**src/gat_pkg.sv**
```systemverilog
// Shared sizes, state and MAC opcode types, and the result type; imported by every core module
package gat_pkg;

  // ====================================================================
  // Size defaults
  // ====================================================================
  parameter int DATA_WIDTH        = 8;
  parameter int TOTAL_NODES       = 8;
  parameter int NUM_FEATURE_IN    = 16;
  parameter int NUM_FEATURE_OUT   = 4;
  parameter int H_NUM_SPARSE_DATA = 48;
  parameter int NEW_FEATURE_WIDTH = 32;

  // Packed H entry is {column, value}
  parameter int COL_IDX_WIDTH     = $clog2(NUM_FEATURE_IN);
  parameter int H_DATA_WIDTH      = DATA_WIDTH + COL_IDX_WIDTH;

  // A full row holds NUM_FEATURE_IN entries, so one extra bit
  parameter int ROW_LEN_WIDTH     = $clog2(NUM_FEATURE_IN) + 1;

  // ====================================================================
  // Memory address widths
  // ====================================================================
  parameter int H_DATA_ADDR_W      = $clog2(H_NUM_SPARSE_DATA);
  parameter int NODE_INFO_ADDR_W   = $clog2(TOTAL_NODES);
  parameter int WEIGHT_ADDR_W      = $clog2(NUM_FEATURE_IN * NUM_FEATURE_OUT);
  parameter int NEW_FEATURE_ADDR_W = $clog2(TOTAL_NODES * NUM_FEATURE_OUT);

  // ====================================================================
  // Types
  // ====================================================================
  typedef logic signed [NEW_FEATURE_WIDTH-1:0] feat_t;

  typedef enum logic [3:0] {
    IDLE      = 4'd0,
    INFO_RD   = 4'd1,
    INFO_WAIT = 4'd2,
    NZ_RD     = 4'd3,
    NZ_WAIT   = 4'd4,
    W_ISSUE   = 4'd5,
    W_DRAIN   = 4'd6,
    WR_OUT    = 4'd7,
    DONE      = 4'd8
  } gat_state_e;

  typedef enum logic [1:0] {
    MAC_HOLD  = 2'd0,
    MAC_CLEAR = 2'd1,
    MAC_ACC   = 2'd2
  } mac_op_e;

endpackage

```
**src/gat_bram.sv**
```systemverilog
// Simple dual-port block memory for the core; write on port a, registered read on port b
`timescale 1ns/1ps

module gat_bram #(
  parameter int WIDTH = 32,
  parameter int DEPTH = 64
)(
  input  logic                     clk,
  input  logic                     ena,
  input  logic                     wea,
  input  logic [$clog2(DEPTH)-1:0] addra,
  input  logic [WIDTH-1:0]         dina,
  input  logic [$clog2(DEPTH)-1:0] addrb,
  output logic [WIDTH-1:0]         doutb
);

  logic [WIDTH-1:0] mem [DEPTH];

  always_ff @(posedge clk) begin
    if (ena && wea) begin
      mem[addra] <= dina;
    end
  end

  // One cycle read latency
  always_ff @(posedge clk) begin
    doutb <= mem[addrb];
  end

  // Host or core must never write past the end
  a_wr_in_range: assert property (@(posedge clk) (ena && wea) |-> (addra < DEPTH))
    else $error("gat_bram write address %0d out of range", addra);

endmodule

```
**src/gat_index_counter.sv**
```systemverilog
// Row, nonzero and lane counters stepped by the FSM, plus the row and nonzero debug tallies
`timescale 1ns/1ps

module gat_index_counter #(
  parameter int TOTAL_NODES       = gat_pkg::TOTAL_NODES,
  parameter int NUM_FEATURE_OUT   = gat_pkg::NUM_FEATURE_OUT,
  parameter int H_NUM_SPARSE_DATA = gat_pkg::H_NUM_SPARSE_DATA,
  parameter int ROW_LEN_WIDTH     = gat_pkg::ROW_LEN_WIDTH,
  parameter int H_DATA_ADDR_W     = gat_pkg::H_DATA_ADDR_W,
  parameter int NODE_INFO_ADDR_W  = gat_pkg::NODE_INFO_ADDR_W
)(
  input  logic                               clk,
  input  logic                               arst_n,
  input  logic                               run_start,
  input  logic                               row_load,
  input  logic [ROW_LEN_WIDTH-1:0]           row_len,
  input  logic                               row_inc,
  input  logic                               nz_inc,
  input  logic                               lane_inc,
  input  logic                               lane_clr,
  output logic [NODE_INFO_ADDR_W-1:0]        row_idx,
  output logic [H_DATA_ADDR_W-1:0]           nz_ptr,
  output logic [$clog2(NUM_FEATURE_OUT)-1:0] lane,
  output logic                               row_last,
  output logic                               row_empty,
  output logic                               nz_last,
  output logic                               lane_last,
  output logic [31:0]                        rows_done,
  output logic [31:0]                        nz_done
);

  // Entries still to consume in the current row
  logic [ROW_LEN_WIDTH-1:0] remaining;

  always_ff @(posedge clk or negedge arst_n) begin
    if (!arst_n) begin
      row_idx   <= '0;
      nz_ptr    <= '0;
      remaining <= '0;
      lane      <= '0;
      rows_done <= '0;
      nz_done   <= '0;
    end else begin
      if (run_start) begin
        row_idx   <= '0;
        nz_ptr    <= '0;
        rows_done <= '0;
        nz_done   <= '0;
      end else begin
        if (row_inc) begin
          row_idx   <= row_idx + 1'b1;
          rows_done <= rows_done + 1'b1;
        end
        if (nz_inc) begin
          nz_ptr  <= nz_ptr + 1'b1;
          nz_done <= nz_done + 1'b1;
        end
      end
      // Rows are packed back to back, so only the count reloads
      if (row_load) begin
        remaining <= row_len;
      end else if (nz_inc) begin
        remaining <= remaining - 1'b1;
      end
      if (lane_clr) begin
        lane <= '0;
      end else if (lane_inc) begin
        lane <= lane + 1'b1;
      end
    end
  end

  assign row_last  = (row_idx == NODE_INFO_ADDR_W'(TOTAL_NODES - 1));
  assign row_empty = (remaining == '0);
  assign nz_last   = (remaining == ROW_LEN_WIDTH'(1));
  assign lane_last = (lane == $clog2(NUM_FEATURE_OUT)'(NUM_FEATURE_OUT - 1));

  // node_info totals larger than the H memory would run the pointer off the end
  a_nz_ptr_range: assert property (@(posedge clk) disable iff (!arst_n)
    nz_inc |-> (nz_ptr < H_NUM_SPARSE_DATA))
    else $error("nz_ptr %0d beyond H memory", nz_ptr);

endmodule

```
**src/gat_ctrl.sv**
```systemverilog
// Sequencing FSM for the core; drives reads, counter steps, MAC opcodes and feature writes
`timescale 1ns/1ps

module gat_ctrl (
  input  logic                clk,
  input  logic                arst_n,
  input  logic                h_done,
  input  logic                info_done,
  input  logic                wgt_done,
  input  logic                row_last,
  input  logic                row_empty,
  input  logic                nz_last,
  input  logic                lane_last,
  output logic                info_rd,
  output logic                nz_rd,
  output logic                feat_we,
  output logic                run_start,
  output logic                row_load,
  output logic                row_inc,
  output logic                nz_inc,
  output logic                lane_inc,
  output logic                lane_clr,
  output gat_pkg::mac_op_e    mac_op,
  output gat_pkg::gat_state_e state,
  output logic                gat_ready
);

  import gat_pkg::*;

  gat_state_e state_nxt;
  logic       all_done;
  logic       lane_step;

  assign all_done = h_done && info_done && wgt_done;

  // ====================================================================
  // Next state
  // ====================================================================
  always_comb begin
    state_nxt = state;
    case (state)
      IDLE:      if (all_done) state_nxt = INFO_RD;
      INFO_RD:   state_nxt = INFO_WAIT;
      INFO_WAIT: state_nxt = W_DRAIN;
      // Also lets the row clear land before the first write-out
      W_DRAIN:   state_nxt = row_empty ? WR_OUT : NZ_RD;
      NZ_RD:     state_nxt = NZ_WAIT;
      NZ_WAIT:   state_nxt = W_ISSUE;
      W_ISSUE:   if (lane_last) state_nxt = W_DRAIN;
      WR_OUT:    if (lane_last) state_nxt = row_last ? DONE : INFO_RD;
      DONE:      if (!all_done) state_nxt = IDLE;
      default:   state_nxt = IDLE;
    endcase
  end

  always_ff @(posedge clk or negedge arst_n) begin
    if (!arst_n) begin
      state     <= IDLE;
      gat_ready <= 1'b0;
    end else begin
      state     <= state_nxt;
      gat_ready <= (state_nxt == DONE);
    end
  end

  // ====================================================================
  // Strobes
  // ====================================================================
  assign lane_step = (state == W_ISSUE) || (state == WR_OUT);

  assign run_start = (state == IDLE) && all_done;
  assign info_rd   = (state == INFO_RD);
  assign row_load  = (state == INFO_WAIT);
  assign nz_rd     = (state == NZ_RD);
  assign nz_inc    = (state == W_ISSUE) && lane_last;
  assign feat_we   = (state == WR_OUT);
  assign row_inc   = (state == WR_OUT) && lane_last;
  assign lane_inc  = lane_step && !lane_last;
  assign lane_clr  = lane_step && lane_last;

  always_comb begin
    case (state)
      INFO_WAIT: mac_op = MAC_CLEAR;
      W_ISSUE:   mac_op = MAC_ACC;
      default:   mac_op = MAC_HOLD;
    endcase
  end

  a_ready_in_done: assert property (@(posedge clk) disable iff (!arst_n)
    gat_ready |-> (state == DONE));

  a_we_in_wr_out: assert property (@(posedge clk) disable iff (!arst_n)
    feat_we |-> (state == WR_OUT));

  // Last nonzero of a row goes straight to write-out after the drain
  a_last_nz_to_out: assert property (@(posedge clk) disable iff (!arst_n)
    (nz_inc && nz_last) |=> (state == W_DRAIN) ##1 (state == WR_OUT));

endmodule

```
**src/gat_spmv_mac.sv**
```systemverilog
// Per-lane signed multiply-accumulate bank; opcode, lane and value are delayed to meet weight data
`timescale 1ns/1ps

module gat_spmv_mac #(
  parameter int DATA_WIDTH      = gat_pkg::DATA_WIDTH,
  parameter int NUM_FEATURE_OUT = gat_pkg::NUM_FEATURE_OUT
)(
  input  logic                               clk,
  input  logic                               arst_n,
  input  gat_pkg::mac_op_e                   mac_op,
  input  logic [$clog2(NUM_FEATURE_OUT)-1:0] lane,
  input  logic signed [DATA_WIDTH-1:0]       h_value,
  input  logic signed [DATA_WIDTH-1:0]       w_value,
  input  logic [$clog2(NUM_FEATURE_OUT)-1:0] rd_lane,
  output gat_pkg::feat_t                     result
);

  import gat_pkg::*;

  localparam int LANE_W = $clog2(NUM_FEATURE_OUT);

  mac_op_e                       op_q;
  logic [LANE_W-1:0]             lane_q;
  logic signed [DATA_WIDTH-1:0]  value_q;
  logic signed [2*DATA_WIDTH-1:0] product;
  feat_t                         acc [NUM_FEATURE_OUT];

  // ====================================================================
  // Alignment stage
  // ====================================================================
  always_ff @(posedge clk or negedge arst_n) begin
    if (!arst_n) begin
      op_q <= MAC_HOLD;
    end else begin
      op_q <= mac_op;
    end
  end

  always_ff @(posedge clk) begin
    lane_q  <= lane;
    value_q <= h_value;
  end

  // Full-width product, sign extended before the add
  assign product = value_q * w_value;

  // ====================================================================
  // Accumulators
  // ====================================================================
  always_ff @(posedge clk or negedge arst_n) begin
    if (!arst_n) begin
      for (int i = 0; i < NUM_FEATURE_OUT; i++) begin
        acc[i] <= '0;
      end
    end else begin
      case (op_q)
        MAC_CLEAR: begin
          for (int i = 0; i < NUM_FEATURE_OUT; i++) begin
            acc[i] <= '0;
          end
        end
        MAC_ACC: acc[lane_q] <= acc[lane_q] + feat_t'(product);
        default: ;
      endcase
    end
  end

  // Write-out view of one lane
  assign result = acc[rd_lane];

endmodule

```
**src/gat_top.sv**
```systemverilog
// Feature-transform core; ties the four memories, the counters, the FSM and the MAC bank together
`timescale 1ns/1ps

module gat_top #(
  parameter int DATA_WIDTH         = gat_pkg::DATA_WIDTH,
  parameter int TOTAL_NODES        = gat_pkg::TOTAL_NODES,
  parameter int NUM_FEATURE_IN     = gat_pkg::NUM_FEATURE_IN,
  parameter int NUM_FEATURE_OUT    = gat_pkg::NUM_FEATURE_OUT,
  parameter int H_NUM_SPARSE_DATA  = gat_pkg::H_NUM_SPARSE_DATA,
  parameter int NEW_FEATURE_WIDTH  = gat_pkg::NEW_FEATURE_WIDTH,
  parameter int COL_IDX_WIDTH      = gat_pkg::COL_IDX_WIDTH,
  parameter int H_DATA_WIDTH       = gat_pkg::H_DATA_WIDTH,
  parameter int ROW_LEN_WIDTH      = gat_pkg::ROW_LEN_WIDTH,
  parameter int H_DATA_ADDR_W      = gat_pkg::H_DATA_ADDR_W,
  parameter int NODE_INFO_ADDR_W   = gat_pkg::NODE_INFO_ADDR_W,
  parameter int WEIGHT_ADDR_W      = gat_pkg::WEIGHT_ADDR_W,
  parameter int NEW_FEATURE_ADDR_W = gat_pkg::NEW_FEATURE_ADDR_W
)(
  input  logic                          clk,
  input  logic                          arst_n,
  input  logic [H_DATA_WIDTH-1:0]       h_data_din,
  input  logic                          h_data_ena,
  input  logic                          h_data_wea,
  input  logic [H_DATA_ADDR_W-1:0]      h_data_addra,
  input  logic [ROW_LEN_WIDTH-1:0]      node_info_din,
  input  logic                          node_info_ena,
  input  logic                          node_info_wea,
  input  logic [NODE_INFO_ADDR_W-1:0]   node_info_addra,
  input  logic [DATA_WIDTH-1:0]         wgt_din,
  input  logic                          wgt_ena,
  input  logic                          wgt_wea,
  input  logic [WEIGHT_ADDR_W-1:0]      wgt_addra,
  input  logic                          h_done,
  input  logic                          info_done,
  input  logic                          wgt_done,
  output logic                          gat_ready,
  output logic [31:0]                   gat_debug_1,
  output logic [31:0]                   gat_debug_2,
  output logic [31:0]                   gat_debug_3,
  input  logic [NEW_FEATURE_ADDR_W-1:0] feat_addrb,
  output gat_pkg::feat_t                feat_dout
);

  import gat_pkg::*;

  localparam int LANE_W = $clog2(NUM_FEATURE_OUT);

  logic [NODE_INFO_ADDR_W-1:0]   row_idx;
  logic [H_DATA_ADDR_W-1:0]      nz_ptr;
  logic [LANE_W-1:0]             lane;
  logic [H_DATA_WIDTH-1:0]       h_dout;
  logic [ROW_LEN_WIDTH-1:0]      len_dout;
  logic [DATA_WIDTH-1:0]         w_dout;
  logic signed [DATA_WIDTH-1:0]  h_value_q;
  logic [COL_IDX_WIDTH-1:0]      col_q;
  logic [WEIGHT_ADDR_W-1:0]      w_addr;
  logic [NEW_FEATURE_ADDR_W-1:0] f_addr;
  feat_t                         mac_result;
  logic info_rd, nz_rd, feat_we, run_start, row_load, row_inc, nz_inc, lane_inc, lane_clr;
  logic row_last, row_empty, nz_last, lane_last;
  logic info_vld_q, nz_vld_q;
  mac_op_e    mac_op;
  gat_state_e state;

  // ====================================================================
  // Memories
  // ====================================================================
  gat_bram #(.WIDTH(H_DATA_WIDTH), .DEPTH(H_NUM_SPARSE_DATA)) u_h_data_bram (
    .clk(clk), .ena(h_data_ena), .wea(h_data_wea), .addra(h_data_addra),
    .dina(h_data_din), .addrb(nz_ptr), .doutb(h_dout)
  );

  gat_bram #(.WIDTH(ROW_LEN_WIDTH), .DEPTH(TOTAL_NODES)) u_node_info_bram (
    .clk(clk), .ena(node_info_ena), .wea(node_info_wea), .addra(node_info_addra),
    .dina(node_info_din), .addrb(row_idx), .doutb(len_dout)
  );

  gat_bram #(.WIDTH(DATA_WIDTH), .DEPTH(NUM_FEATURE_IN * NUM_FEATURE_OUT)) u_weight_bram (
    .clk(clk), .ena(wgt_ena), .wea(wgt_wea), .addra(wgt_addra),
    .dina(wgt_din), .addrb(w_addr), .doutb(w_dout)
  );

  gat_bram #(.WIDTH(NEW_FEATURE_WIDTH), .DEPTH(TOTAL_NODES * NUM_FEATURE_OUT)) u_feat_bram (
    .clk(clk), .ena(feat_we), .wea(feat_we), .addra(f_addr),
    .dina(mac_result), .addrb(feat_addrb), .doutb(feat_dout)
  );

  // Read data is valid one cycle after the strobe
  always_ff @(posedge clk or negedge arst_n) begin
    if (!arst_n) begin
      info_vld_q <= 1'b0;
      nz_vld_q   <= 1'b0;
    end else begin
      info_vld_q <= info_rd;
      nz_vld_q   <= nz_rd;
    end
  end

  // Hold the current entry for the whole weight burst
  always_ff @(posedge clk) begin
    if (nz_vld_q) begin
      h_value_q <= h_dout[DATA_WIDTH-1:0];
      col_q     <= h_dout[H_DATA_WIDTH-1:DATA_WIDTH];
    end
  end

  // W(c,j) at c*NUM_FEATURE_OUT+j, WH(r,j) at r*NUM_FEATURE_OUT+j
  assign w_addr = WEIGHT_ADDR_W'(col_q * NUM_FEATURE_OUT + lane);
  assign f_addr = NEW_FEATURE_ADDR_W'(row_idx * NUM_FEATURE_OUT + lane);

  // ====================================================================
  // Control and datapath
  // ====================================================================
  gat_index_counter #(
    .TOTAL_NODES(TOTAL_NODES), .NUM_FEATURE_OUT(NUM_FEATURE_OUT),
    .H_NUM_SPARSE_DATA(H_NUM_SPARSE_DATA), .ROW_LEN_WIDTH(ROW_LEN_WIDTH),
    .H_DATA_ADDR_W(H_DATA_ADDR_W), .NODE_INFO_ADDR_W(NODE_INFO_ADDR_W)
  ) u_index_counter (
    .clk(clk), .arst_n(arst_n), .run_start(run_start), .row_load(row_load),
    .row_len(len_dout), .row_inc(row_inc), .nz_inc(nz_inc), .lane_inc(lane_inc),
    .lane_clr(lane_clr), .row_idx(row_idx), .nz_ptr(nz_ptr), .lane(lane),
    .row_last(row_last), .row_empty(row_empty), .nz_last(nz_last), .lane_last(lane_last),
    .rows_done(gat_debug_1), .nz_done(gat_debug_2)
  );

  gat_ctrl u_ctrl (
    .clk(clk), .arst_n(arst_n), .h_done(h_done), .info_done(info_done),
    .wgt_done(wgt_done), .row_last(row_last), .row_empty(row_empty),
    .nz_last(nz_last), .lane_last(lane_last), .info_rd(info_rd), .nz_rd(nz_rd),
    .feat_we(feat_we), .run_start(run_start), .row_load(row_load), .row_inc(row_inc),
    .nz_inc(nz_inc), .lane_inc(lane_inc), .lane_clr(lane_clr), .mac_op(mac_op),
    .state(state), .gat_ready(gat_ready)
  );

  gat_spmv_mac #(.DATA_WIDTH(DATA_WIDTH), .NUM_FEATURE_OUT(NUM_FEATURE_OUT)) u_mac (
    .clk(clk), .arst_n(arst_n), .mac_op(mac_op), .lane(lane), .h_value(h_value_q),
    .w_value(w_dout), .rd_lane(lane), .result(mac_result)
  );

  assign gat_debug_3 = 32'(state);

  // A row can never hold more entries than H has columns
  a_row_len_range: assert property (@(posedge clk) disable iff (!arst_n)
    info_vld_q |-> (len_dout <= NUM_FEATURE_IN))
    else $error("node_info length %0d exceeds row width", len_dout);

endmodule

```
**src/gat_top_wrapper.sv**
```systemverilog
// Host-facing wrapper; turns byte addresses into word addresses and trims 32-bit data to memory widths
`timescale 1ns/1ps

module gat_top_wrapper #(
  parameter int DATA_WIDTH         = gat_pkg::DATA_WIDTH,
  parameter int TOTAL_NODES        = gat_pkg::TOTAL_NODES,
  parameter int NUM_FEATURE_IN     = gat_pkg::NUM_FEATURE_IN,
  parameter int NUM_FEATURE_OUT    = gat_pkg::NUM_FEATURE_OUT,
  parameter int H_NUM_SPARSE_DATA  = gat_pkg::H_NUM_SPARSE_DATA,
  parameter int NEW_FEATURE_WIDTH  = gat_pkg::NEW_FEATURE_WIDTH,
  parameter int COL_IDX_WIDTH      = gat_pkg::COL_IDX_WIDTH,
  parameter int H_DATA_WIDTH       = gat_pkg::H_DATA_WIDTH,
  parameter int ROW_LEN_WIDTH      = gat_pkg::ROW_LEN_WIDTH,
  parameter int H_DATA_ADDR_W      = gat_pkg::H_DATA_ADDR_W,
  parameter int NODE_INFO_ADDR_W   = gat_pkg::NODE_INFO_ADDR_W,
  parameter int WEIGHT_ADDR_W      = gat_pkg::WEIGHT_ADDR_W,
  parameter int NEW_FEATURE_ADDR_W = gat_pkg::NEW_FEATURE_ADDR_W
)(
  input  logic                          clk,
  input  logic                          arst_n,

  // ====================================================================
  // Register bank
  // ====================================================================
  output logic                          gat_ready,
  output logic [31:0]                   gat_debug_1,
  output logic [31:0]                   gat_debug_2,
  output logic [31:0]                   gat_debug_3,
  input  logic                          h_data_bram_load_done,
  input  logic                          h_node_info_bram_load_done,
  input  logic                          wgt_bram_load_done,

  // ====================================================================
  // Memory load and readback ports, byte addressed
  // ====================================================================
  input  logic [31:0]                   h_data_bram_din,
  input  logic                          h_data_bram_ena,
  input  logic                          h_data_bram_wea,
  input  logic [H_DATA_ADDR_W+1:0]      h_data_bram_addra,
  input  logic [31:0]                   h_node_info_bram_din,
  input  logic                          h_node_info_bram_ena,
  input  logic                          h_node_info_bram_wea,
  input  logic [NODE_INFO_ADDR_W+1:0]   h_node_info_bram_addra,
  input  logic [31:0]                   wgt_bram_din,
  input  logic                          wgt_bram_ena,
  input  logic                          wgt_bram_wea,
  input  logic [WEIGHT_ADDR_W+1:0]      wgt_bram_addra,
  input  logic [NEW_FEATURE_ADDR_W+1:0] feat_bram_addrb,
  output gat_pkg::feat_t                feat_bram_dout
);

  gat_top #(
    .DATA_WIDTH(DATA_WIDTH), .TOTAL_NODES(TOTAL_NODES),
    .NUM_FEATURE_IN(NUM_FEATURE_IN), .NUM_FEATURE_OUT(NUM_FEATURE_OUT),
    .H_NUM_SPARSE_DATA(H_NUM_SPARSE_DATA), .NEW_FEATURE_WIDTH(NEW_FEATURE_WIDTH),
    .COL_IDX_WIDTH(COL_IDX_WIDTH), .H_DATA_WIDTH(H_DATA_WIDTH),
    .ROW_LEN_WIDTH(ROW_LEN_WIDTH), .H_DATA_ADDR_W(H_DATA_ADDR_W),
    .NODE_INFO_ADDR_W(NODE_INFO_ADDR_W), .WEIGHT_ADDR_W(WEIGHT_ADDR_W),
    .NEW_FEATURE_ADDR_W(NEW_FEATURE_ADDR_W)
  ) u_gat_top (
    .clk             (clk),
    .arst_n          (arst_n),
    // Word address is the byte address without its low two bits
    .h_data_din      (h_data_bram_din[H_DATA_WIDTH-1:0]),
    .h_data_ena      (h_data_bram_ena),
    .h_data_wea      (h_data_bram_wea),
    .h_data_addra    (h_data_bram_addra[H_DATA_ADDR_W+1:2]),
    .node_info_din   (h_node_info_bram_din[ROW_LEN_WIDTH-1:0]),
    .node_info_ena   (h_node_info_bram_ena),
    .node_info_wea   (h_node_info_bram_wea),
    .node_info_addra (h_node_info_bram_addra[NODE_INFO_ADDR_W+1:2]),
    .wgt_din         (wgt_bram_din[DATA_WIDTH-1:0]),
    .wgt_ena         (wgt_bram_ena),
    .wgt_wea         (wgt_bram_wea),
    .wgt_addra       (wgt_bram_addra[WEIGHT_ADDR_W+1:2]),
    .h_done          (h_data_bram_load_done),
    .info_done       (h_node_info_bram_load_done),
    .wgt_done        (wgt_bram_load_done),
    .gat_ready       (gat_ready),
    .gat_debug_1     (gat_debug_1),
    .gat_debug_2     (gat_debug_2),
    .gat_debug_3     (gat_debug_3),
    .feat_addrb      (feat_bram_addrb[NEW_FEATURE_ADDR_W+1:2]),
    .feat_dout       (feat_bram_dout)
  );

endmodule

```
**config.mk**
```make
export PLATFORM = sky130hd
export DESIGN_NAME = gat_top_wrapper
export DESIGN_NICKNAME = d
export VERILOG_FILES = /design/src/gat_pkg.sv /design/src/gat_bram.sv /design/src/gat_index_counter.sv /design/src/gat_ctrl.sv /design/src/gat_spmv_mac.sv /design/src/gat_top.sv /design/src/gat_top_wrapper.sv
export SDC_FILE = /design/constraint.sdc
export NUM_CORES = 2
export LEC_CHECK = 0
export ABC_AREA = 1
export BUFFER_PORTS_ARGS = -buffer_cell sky130_fd_sc_hd__buf_2
export CORE_UTILIZATION = 45
export DETAILED_ROUTE_END_ITERATION = 16
export PLACE_DENSITY = 0.7
export SLEW_MARGIN = 0
export SYNTH_ARGS = -nofsm -noshare
export SYNTH_HDL_FRONTEND = slang
export SYNTH_SLANG_ARGS = --single-unit
```
**constraint.sdc**
```tcl
create_clock -name clk -period 6.3 [get_ports clk]
set_clock_uncertainty 0.15 [all_clocks]
set_input_delay 1.26 -clock clk [delete_from_list [all_inputs] [get_ports clk]]
set_output_delay 1.26 -clock clk [all_outputs]
set_load 0.02 [all_outputs]
```
Word level (Yosys, flattened, before mapping) --
Memory sizes are Yosys's and may differ from the RTL's. A register that Yosys moved wholly into a read port is not among the register bits. Index checks and enable logic that the tools add are counted.
Storage, ports and cells: output and inout port bits 129, register bits 238, input bits 135, RAM bits 2152, memories 4, logic and storage cells 108
Memories:
- u_gat_top.u_feat_bram.mem | words 32, bits a word 32, read ports 1, clocked after Yosys merged registers in 1, wr ports 1, line gat_bram.sv:17 | logic [WIDTH-1:0] mem [DEPTH];
- u_gat_top.u_h_data_bram.mem | words 48, bits a word 12, read ports 1, clocked after Yosys merged registers in 1, wr ports 1, line gat_bram.sv:17
- u_gat_top.u_weight_bram.mem | words 64, bits a word 8, read ports 1, clocked after Yosys merged registers in 1, wr ports 1, line gat_bram.sv:17
- u_gat_top.u_node_info_bram.mem | words 8, bits a word 5, read ports 1, clocked after Yosys merged registers in 1, wr ports 1, line gat_bram.sv:17
Cells by class: add/sub/neg operators 9, bitwise gates (word level) 2, magnitude comparators 3, $mul 1, reductions and logical operators 20, eq/ne operators 13, muxes and demuxes 38
Operators with widths (count):
- $mux W32 | 9
- $pmux W128 S2 | 1
- $bmux W32 S2 | 2
- $bwmux W128 | 1
- $add A32 B1 Y32 const B | 2
- $demux W32 S2 | 1
- $pmux W4 S9 | 1
- $add A32 B16 Y32 | 1
- $mux W4 | 5
- $eq A4 B3 Y1 const B | 4
- $mul A8 B8 Y16 | 1
- $mux W6 | 2
- $logic_and A1 B1 Y1 | 11
- $mux W5 | 2
- $reduce_bool A2 Y1 | 5
- $mux W3 | 3
- $eq A4 B2 Y1 const B | 2
- $eq A4 B4 Y1 const B | 2
- $mux W1 | 8
- $add A6 B1 Y6 const B | 1
- $add A6 B2 Y6 | 1
- $ge A3 B3 Y1 const B | 2
- $not A2 Y3 | 2
- $add A5 B2 Y5 | 1
- 14 further kinds | 16

Depth between registers and ports, before layout --
depth in word-level cells 7, depth in mapped cells 27, depth with buffers taken out 26

Hierarchy --
A second synthesis with hierarchy kept.
Second synthesis, totals: cell total of the unflattened synthesis 9806, area, all modules 107617.0 um^2
Modules (own cells, without submodules):
- gat_bram at u_gat_top.u_feat_bram | cells an instance 3538, instances 1, area each 42439.5 um^2, seq. area each 31390.1 um^2
- gat_bram at u_gat_top.u_h_data_bram | cells an instance 1953, instances 1, area each 23807.8 um^2, seq. area each 17536.8 um^2
- gat_bram at u_gat_top.u_weight_bram | cells an instance 1803, instances 1, area each 21249.1 um^2, seq. area each 15534.9 um^2
- gat_spmv_mac | cells an instance 1573, instances 1, area each 12542.0 um^2, seq. area each 3453.3 um^2
- gat_index_counter | cells an instance 651, instances 1, area each 4704.5 um^2, seq. area each 2001.9 um^2
- gat_bram at u_gat_top.u_node_info_bram | cells an instance 194, instances 1, area each 1914.3 um^2, seq. area each 1301.2 um^2
- gat_top | cells an instance 42, instances 1, area each 599.3 um^2, seq. area each 385.4 um^2
- gat_ctrl | cells an instance 52, instances 1, area each 360.3 um^2, seq. area each 125.1 um^2

Worst setup path before layout --
Ideal clock, no wire load.
path type register to register, start point reg u_gat_top.u_weight_bram.doutb[0] (read register of u_gat_top.u_weight_bram.mem), end point reg u_gat_top.u_mac.acc[17] in the netlist's numbering, path buffers 1, slack 861 ps, library setup time 118 ps, arrival time 5171 ps, required time 6032 ps, stages on the path, launching flop included 19, clock period less this slack 5439 ps, cell sequence dfxtp_1 > clkbuf_1 > nand2_1 > inv_1 > fa_1 > fa_1 > fa_1 > fa_1 > ha_1 > ha_1 > nand2_1 > inv_1 > a21oi_1 > nand3_1 > nand2_1 > nand2_1 > or2_2 > nand3_1 > nand2_1
Between the ends: cells in the longest elaborated chain, start to end 4
RTL lines:
- from (decl) | line gat_bram.sv:14 | output logic [WIDTH-1:0] doutb
- $mul A8 B8 Y16 | line gat_spmv_mac.sv:45 | assign product = value_q * w_value;
- $add A32 B16 Y32 | line gat_spmv_mac.sv:62 | MAC_ACC: acc[lane_q] <= acc[lane_q] + feat_t'(product);
- $bwmux W128 | line gat_spmv_mac.sv:62
- $pmux W128 S2 | line gat_spmv_mac.sv:56 | case (op_q)
- to (signal, indexed assignment) | line gat_spmv_mac.sv:62
- to (decl) | line gat_spmv_mac.sv:26 | feat_t acc [NUM_FEATURE_OUT];
Every way passes these cells. A chain may end at the register's enable or synchronous reset.

Final worst setup path --
start point reg u_gat_top.u_mac.lane_q[1], end point reg u_gat_top.u_mac.acc[88] in the netlist's numbering
Between the ends: cells in the longest elaborated chain, start to end 7, elaborated cells between the ends (all ways) 12, classes of those cells 1 x add/sub; 2 x order compare; 7 x mux; 1 x bitwise; 1 x reduce/logical
RTL lines:
- from (decl) | line gat_spmv_mac.sv:23 | logic [LANE_W-1:0] lane_q;
- from (signal assigned) | line gat_spmv_mac.sv:40 | lane_q <= lane;
- $not A2 Y3 (not written as such) * | line gat_spmv_mac.sv:62
- $bmux W32 S2, or another cell as far along | line gat_spmv_mac.sv:62
- $mux W32 (not written as such) / $logic_and A1 B1 Y1 (equally long branches) | line gat_spmv_mac.sv:62
- $mux W32 (not written as such) | line gat_spmv_mac.sv:62
- $add A32 B16 Y32 / $demux W32 S2 (equally long branches) | line gat_spmv_mac.sv:62
- $bwmux W128 * | line gat_spmv_mac.sv:62
- $pmux W128 S2 * | line gat_spmv_mac.sv:56
Every way passes the cells marked *; elsewhere a longest branch is shown, timed or not. The select of a mux whose other input is x is not followed.

==> run_summary.xml <==
<?xml version="1.0" encoding="UTF-8"?>
<metrics>
  <group name="outcome">
    <metric name="run_status" unit="">finished, final reports clean</metric>
  </group>
  <group name="final_layout">
    <metric name="layout-drive-gt1-share" unit="%">8.67</metric>
    <metric name="postLayoutCellArea" unit="µm²">116000</metric>
    <metric name="design.final.nets" unit="">9254</metric>
    <metric name="regArea" unit="µm²">71700</metric>
    <metric name="area_growth_syn_to_layout" unit="%">11.5</metric>
    <metric name="final_util" unit="%">50.5</metric>
    <metric name="n_fill_cell" unit="">19457</metric>
    <metric name="multiInputGateArea" unit="µm²">29000</metric>
  </group>
  <group name="sta">
    <metric name="slew_headroom" unit="%">6.98</metric>
    <metric name="finalCritPeriodShare" unit="%">95.7</metric>
    <metric name="hold_viol" unit="">0</metric>
    <metric name="finalCriticalPeriod" unit="ps">6030</metric>
    <metric name="final_critical_path_setup_slack" unit="ps">274</metric>
    <metric name="rsz0062_at_grt" unit="">false</metric>
    <metric name="timing.final.max_slew_violations" unit="">0</metric>
    <metric name="setup_violations" unit="">0</metric>
    <metric name="tns" unit="ps">0</metric>
    <metric name="maxClockFrequency" unit="MHz">166</metric>
    <metric name="timing_worst_slew_pin_value" unit="ps">1400</metric>
  </group>
  <group name="synth">
    <metric name="netlist.area_leader.share" unit="%">62.3</metric>
    <metric name="yosys-top-cells-area" unit="">sky130_fd_sc_hd__edfxtp_1 (62%), sky130_fd_sc_hd__dfrtp_1 (5.2%), sky130_fd_sc_hd__o21ai_0 (4.9%)</metric>
    <metric name="yosys_most_used_dff" unit="">sky130_fd_sc_hd__edfxtp_1</metric>
    <metric name="post_syn_area" unit="µm²">104000</metric>
    <metric name="synthesis.yosys.warnings" unit="">0</metric>
    <metric name="synth_seq_cells" unit="">2447</metric>
    <metric name="avgSynthCellArea" unit="µm²">11.8</metric>
    <metric name="synth-edff-count" unit="">2164</metric>
    <metric name="synth_largest_area_cell" unit="">sky130_fd_sc_hd__edfxtp_1</metric>
    <metric name="post_synth_inst_count" unit="">8870</metric>
    <metric name="synthMostInstantiatedCell" unit="">sky130_fd_sc_hd__edfxtp_1</metric>
    <metric name="synthDistinctLibCells" unit="">51</metric>
    <metric name="synth.top_cells.by_count" unit="">sky130_fd_sc_hd__edfxtp_1 (2164), sky130_fd_sc_hd__nor2_1 (1294), sky130_fd_sc_hd__nand2_1 (1198)</metric>
    <metric name="synthArstFlopShare" unit="%">8.83</metric>
    <metric name="synth.yosys.seq_area_share" unit="%">68.7</metric>
  </group>
  <group name="drt">
    <metric name="drtPass1Iterations" unit="">9</metric>
    <metric name="met3WireLength" unit="mm">21.9</metric>
    <metric name="postRouteWirelength" unit="mm">273</metric>
    <metric name="number_of_remaining_drc_errors" unit="">0</metric>
    <metric name="num_vias" unit="">70817</metric>
    <metric name="met2_routed_wirelength" unit="mm">133</metric>
    <metric name="first_iter_violations" unit="">8566</metric>
    <metric name="wl_per_cell" unit="µm">22.5</metric>
    <metric name="routedLengthMet1" unit="mm">109</metric>
    <metric name="final_antenna_net_count" unit="">0</metric>
    <metric name="topRoutingLayerUsed" unit="">met5</metric>
    <metric name="routed_via_density" unit="">5.83</metric>
  </group>
  <group name="critical_path">
    <metric name="worst_setup_path_start_kind" unit="">flip-flop</metric>
    <metric name="number_of_buffers_and_inverters_on_the_critical_path" unit="">3</metric>
    <metric name="arrival" unit="ps">6630</metric>
    <metric name="cp.required" unit="ps">6900</metric>
    <metric name="max_stage_delay" unit="ps">560</metric>
    <metric name="crit_path_top_delay_cell" unit="">sky130_fd_sc_hd__fa_1</metric>
    <metric name="criticalPathCategory" unit="">flip-flop to flip-flop</metric>
    <metric name="type_of_destination_of_the_critical_path" unit="">flip-flop</metric>
    <metric name="path_delay_family" unit="">adder cells</metric>
    <metric name="maximum_fanout_encountered_on_the_critical_timing_path" unit="">12</metric>
    <metric name="worstPathCellList" unit="">inv_1 &gt; nor2_1 &gt; inv_1 &gt; buf_4 &gt; o221ai_1 &gt; fa_1 &gt; fa_1 &gt; fa_1 &gt; fa_1 &gt; ha_1 &gt; ha_1 &gt; nand2_1 &gt; nor2_1 &gt; nor3b_1 &gt; nand4_1 &gt; nand3_1 &gt; nand2_1 &gt; nand3_1 &gt; nand2_1</metric>
    <metric name="worst_path_most_repeated_cell" unit="">sky130_fd_sc_hd__fa_1</metric>
  </group>
  <group name="grt">
    <metric name="first_global_vias" unit="">68949</metric>
    <metric name="grt_max_degree" unit="">221</metric>
    <metric name="grt_pass1_wl" unit="mm">413</metric>
    <metric name="grt_overflow_total" unit="">0</metric>
    <metric name="globalRouteTotalUtil" unit="%">22.8</metric>
    <metric name="antenna_found_initial" unit="">5</metric>
  </group>
  <group name="placed_design">
    <metric name="buffer_ports.inserted" unit="">156</metric>
    <metric name="placed_cell_area" unit="µm²">109000</metric>
    <metric name="final_hpwl_dp" unit="mm">155</metric>
    <metric name="placer_s_final_routability_congestion_estimate" unit="">0.913</metric>
    <metric name="preCtsSetupSlack" unit="ps">428</metric>
  </group>
  <group name="hold_path">
    <metric name="worst_hold_path_type" unit="">input port to async pin</metric>
  </group>
  <group name="clock_network">
    <metric name="cts_tree" unit="">yes</metric>
    <metric name="cts_hold_repair.buffers" unit="">0</metric>
    <metric name="clock-sinks" unit="">2447</metric>
    <metric name="clk_latency" unit="ps">890</metric>
    <metric name="cts_made_buffers" unit="">236</metric>
    <metric name="worst_setup_hold_path_clk_slew" unit="ps">60</metric>
    <metric name="h-tree-depth" unit="">4</metric>
    <metric name="cts_root_buffer" unit="">sky130_fd_sc_hd__clkbuf_16</metric>
    <metric name="clock_tree.buffer_depth" unit="">3</metric>
  </group>
  <group name="floorplan">
    <metric name="design.core.area" unit="µm²">230000</metric>
    <metric name="starting_density_of_the_core" unit="%">45.3</metric>
    <metric name="placementRows" unit="">176</metric>
    <metric name="chipHeight" unit="µm">484</metric>
    <metric name="dieWidth" unit="µm">484</metric>
    <metric name="dieArea" unit="µm²">234000</metric>
    <metric name="boundaryPins" unit="">264</metric>
  </group>
  <group name="run">
    <metric name="drv_cap" unit="">0</metric>
  </group>
</metrics>
## layout by cell type (no fill, tap or decap), types with 29 or more instances in the layout
cell / n
sky130_fd_sc_hd__nand4_1: 65
sky130_fd_sc_hd__edfxtp_1: 2164
sky130_fd_sc_hd__o21ai_0: 1024
sky130_fd_sc_hd__o21ai_1: 119
sky130_fd_sc_hd__a21oi_1: 194
sky130_fd_sc_hd__clkbuf_16: 237
sky130_fd_sc_hd__clkinv_2: 44
sky130_fd_sc_hd__fa_1: 136
sky130_fd_sc_hd__clkinv_1: 51
sky130_fd_sc_hd__dfrtp_1: 211
sky130_fd_sc_hd__a22oi_1: 36
sky130_fd_sc_hd__nor2_1: 1257
sky130_fd_sc_hd__nor3_1: 43
sky130_fd_sc_hd__ha_1: 80
sky130_fd_sc_hd__nand2_1: 1198
sky130_fd_sc_hd__clkbuf_1: 48
sky130_fd_sc_hd__buf_2: 152
sky130_fd_sc_hd__o211ai_1: 50
sky130_fd_sc_hd__o221ai_1: 227
sky130_fd_sc_hd__nor2_4: 36
sky130_fd_sc_hd__dfxtp_1: 67
sky130_fd_sc_hd__buf_4: 152
sky130_fd_sc_hd__inv_1: 431
sky130_fd_sc_hd__o22ai_2: 29
sky130_fd_sc_hd__o22ai_1: 180
sky130_fd_sc_hd__nand3_1: 609
## per-layer routing
| layer | vias up | GRT usage, % |
|---|---|---|
| li1 | 31805 | - |
| met1 | 35051 | 30.4 |
| met2 | 3370 | 38.1 |
| met3 | 585 | 3.14 |
| met4 | 6 | 8.02 |
| met5 | - | 0 |
## through the flow
| stage | hold slack [ps] | std cells |
|---|---|---|
| after floorplan | 173 | 8897 |
| after global placement | 181 | 11691 |
| after detailed placement | 179 | 11691 |
| after CTS | 146 | 12139 |
| after global routing | 203 | 12140 |
| final | 190 | 12140 |
## area by class of cell
cell class | instances | share of cell area [%]
tap | 3026 | 3.25
clock inverter | 151 | 1.36
inverter | 450 | 1.48
timing repair buffer | 324 | 1.95
antenna | 1 | 0.00215
multi-input combinational | 5444 | 24.9
clock buffer | 297 | 5.39
sequential | 2447 | 61.6
## worst paths after layout
| check | slack, ps | from | endpoint | cells after the start |
|---|---|---|---|---|
| worst min register to register | 190 | u_gat_top.h_value_q[7] | u_gat_top.u_mac.value_q[7] | 0 |
| worst max-delay path | 270 | u_gat_top.u_mac.lane_q[1] | u_gat_top.u_mac.acc[88] | 19 |
| worst max register to register | 270 | u_gat_top.u_mac.lane_q[1] | u_gat_top.u_mac.acc[88] | 19 |
| min in group clk | 190 | u_gat_top.h_value_q[7] | u_gat_top.u_mac.value_q[7] | 0 |
| worst min-delay path | 190 | arst_n | u_gat_top.u_index_counter.rows_done[18] | 1 |
| max in group asynchronous | 4490 | arst_n | u_gat_top.u_mac.acc[73] | 2 |
## cells by family after synthesis
| family | count (synthesis) | synth area share [%] |
|---|---|---|
| DFF | 2447 | 68.7 |
| adders and majority gates | 216 | 3.57 |
| buffers and inverters | 1006 | 4.04 |
| xor gates and xnor gates | 25 | 0.210 |
| and+or+nand+nor | 3273 | 12.9 |
| other | 1 | 0.00359 |
| AOI/OAI and AO/OA | 1902 | 10.5 |
## sequential cells by signal (all words and copies together), names as in the netlist, 12 cells and up
signal / flops
u_gat_top.u_mac.acc: 128
u_gat_top.u_feat_bram.mem: 1024
u_gat_top.u_feat_bram.doutb: 32
u_gat_top.u_h_data_bram.mem: 576
u_gat_top.u_index_counter.nz_done: 32
u_gat_top.u_index_counter.rows_done: 32
u_gat_top.u_h_data_bram.doutb: 12
u_gat_top.u_node_info_bram.mem: 40
u_gat_top.u_weight_bram.mem: 512
## worst reg2reg max path: cells and delay by family, from the launching register on
family	cells	cell delay, ps
AO/OA/AOI/OAI	1	430
AND/OR/NAND/NOR	9	1540
flip-flops	1	420
adder cells (fa/ha/maj)	6	2720
buffers and inverters	3	640
## timing repair
action                     4_1_cts  5_1_grt
resized for setup                0        1
setup endpoints to repair        0        1
buffers inserted                 0        0
Power is not shown: default switching activity piles up to over one toggle a cycle in this logic, so the estimate is an artifact.
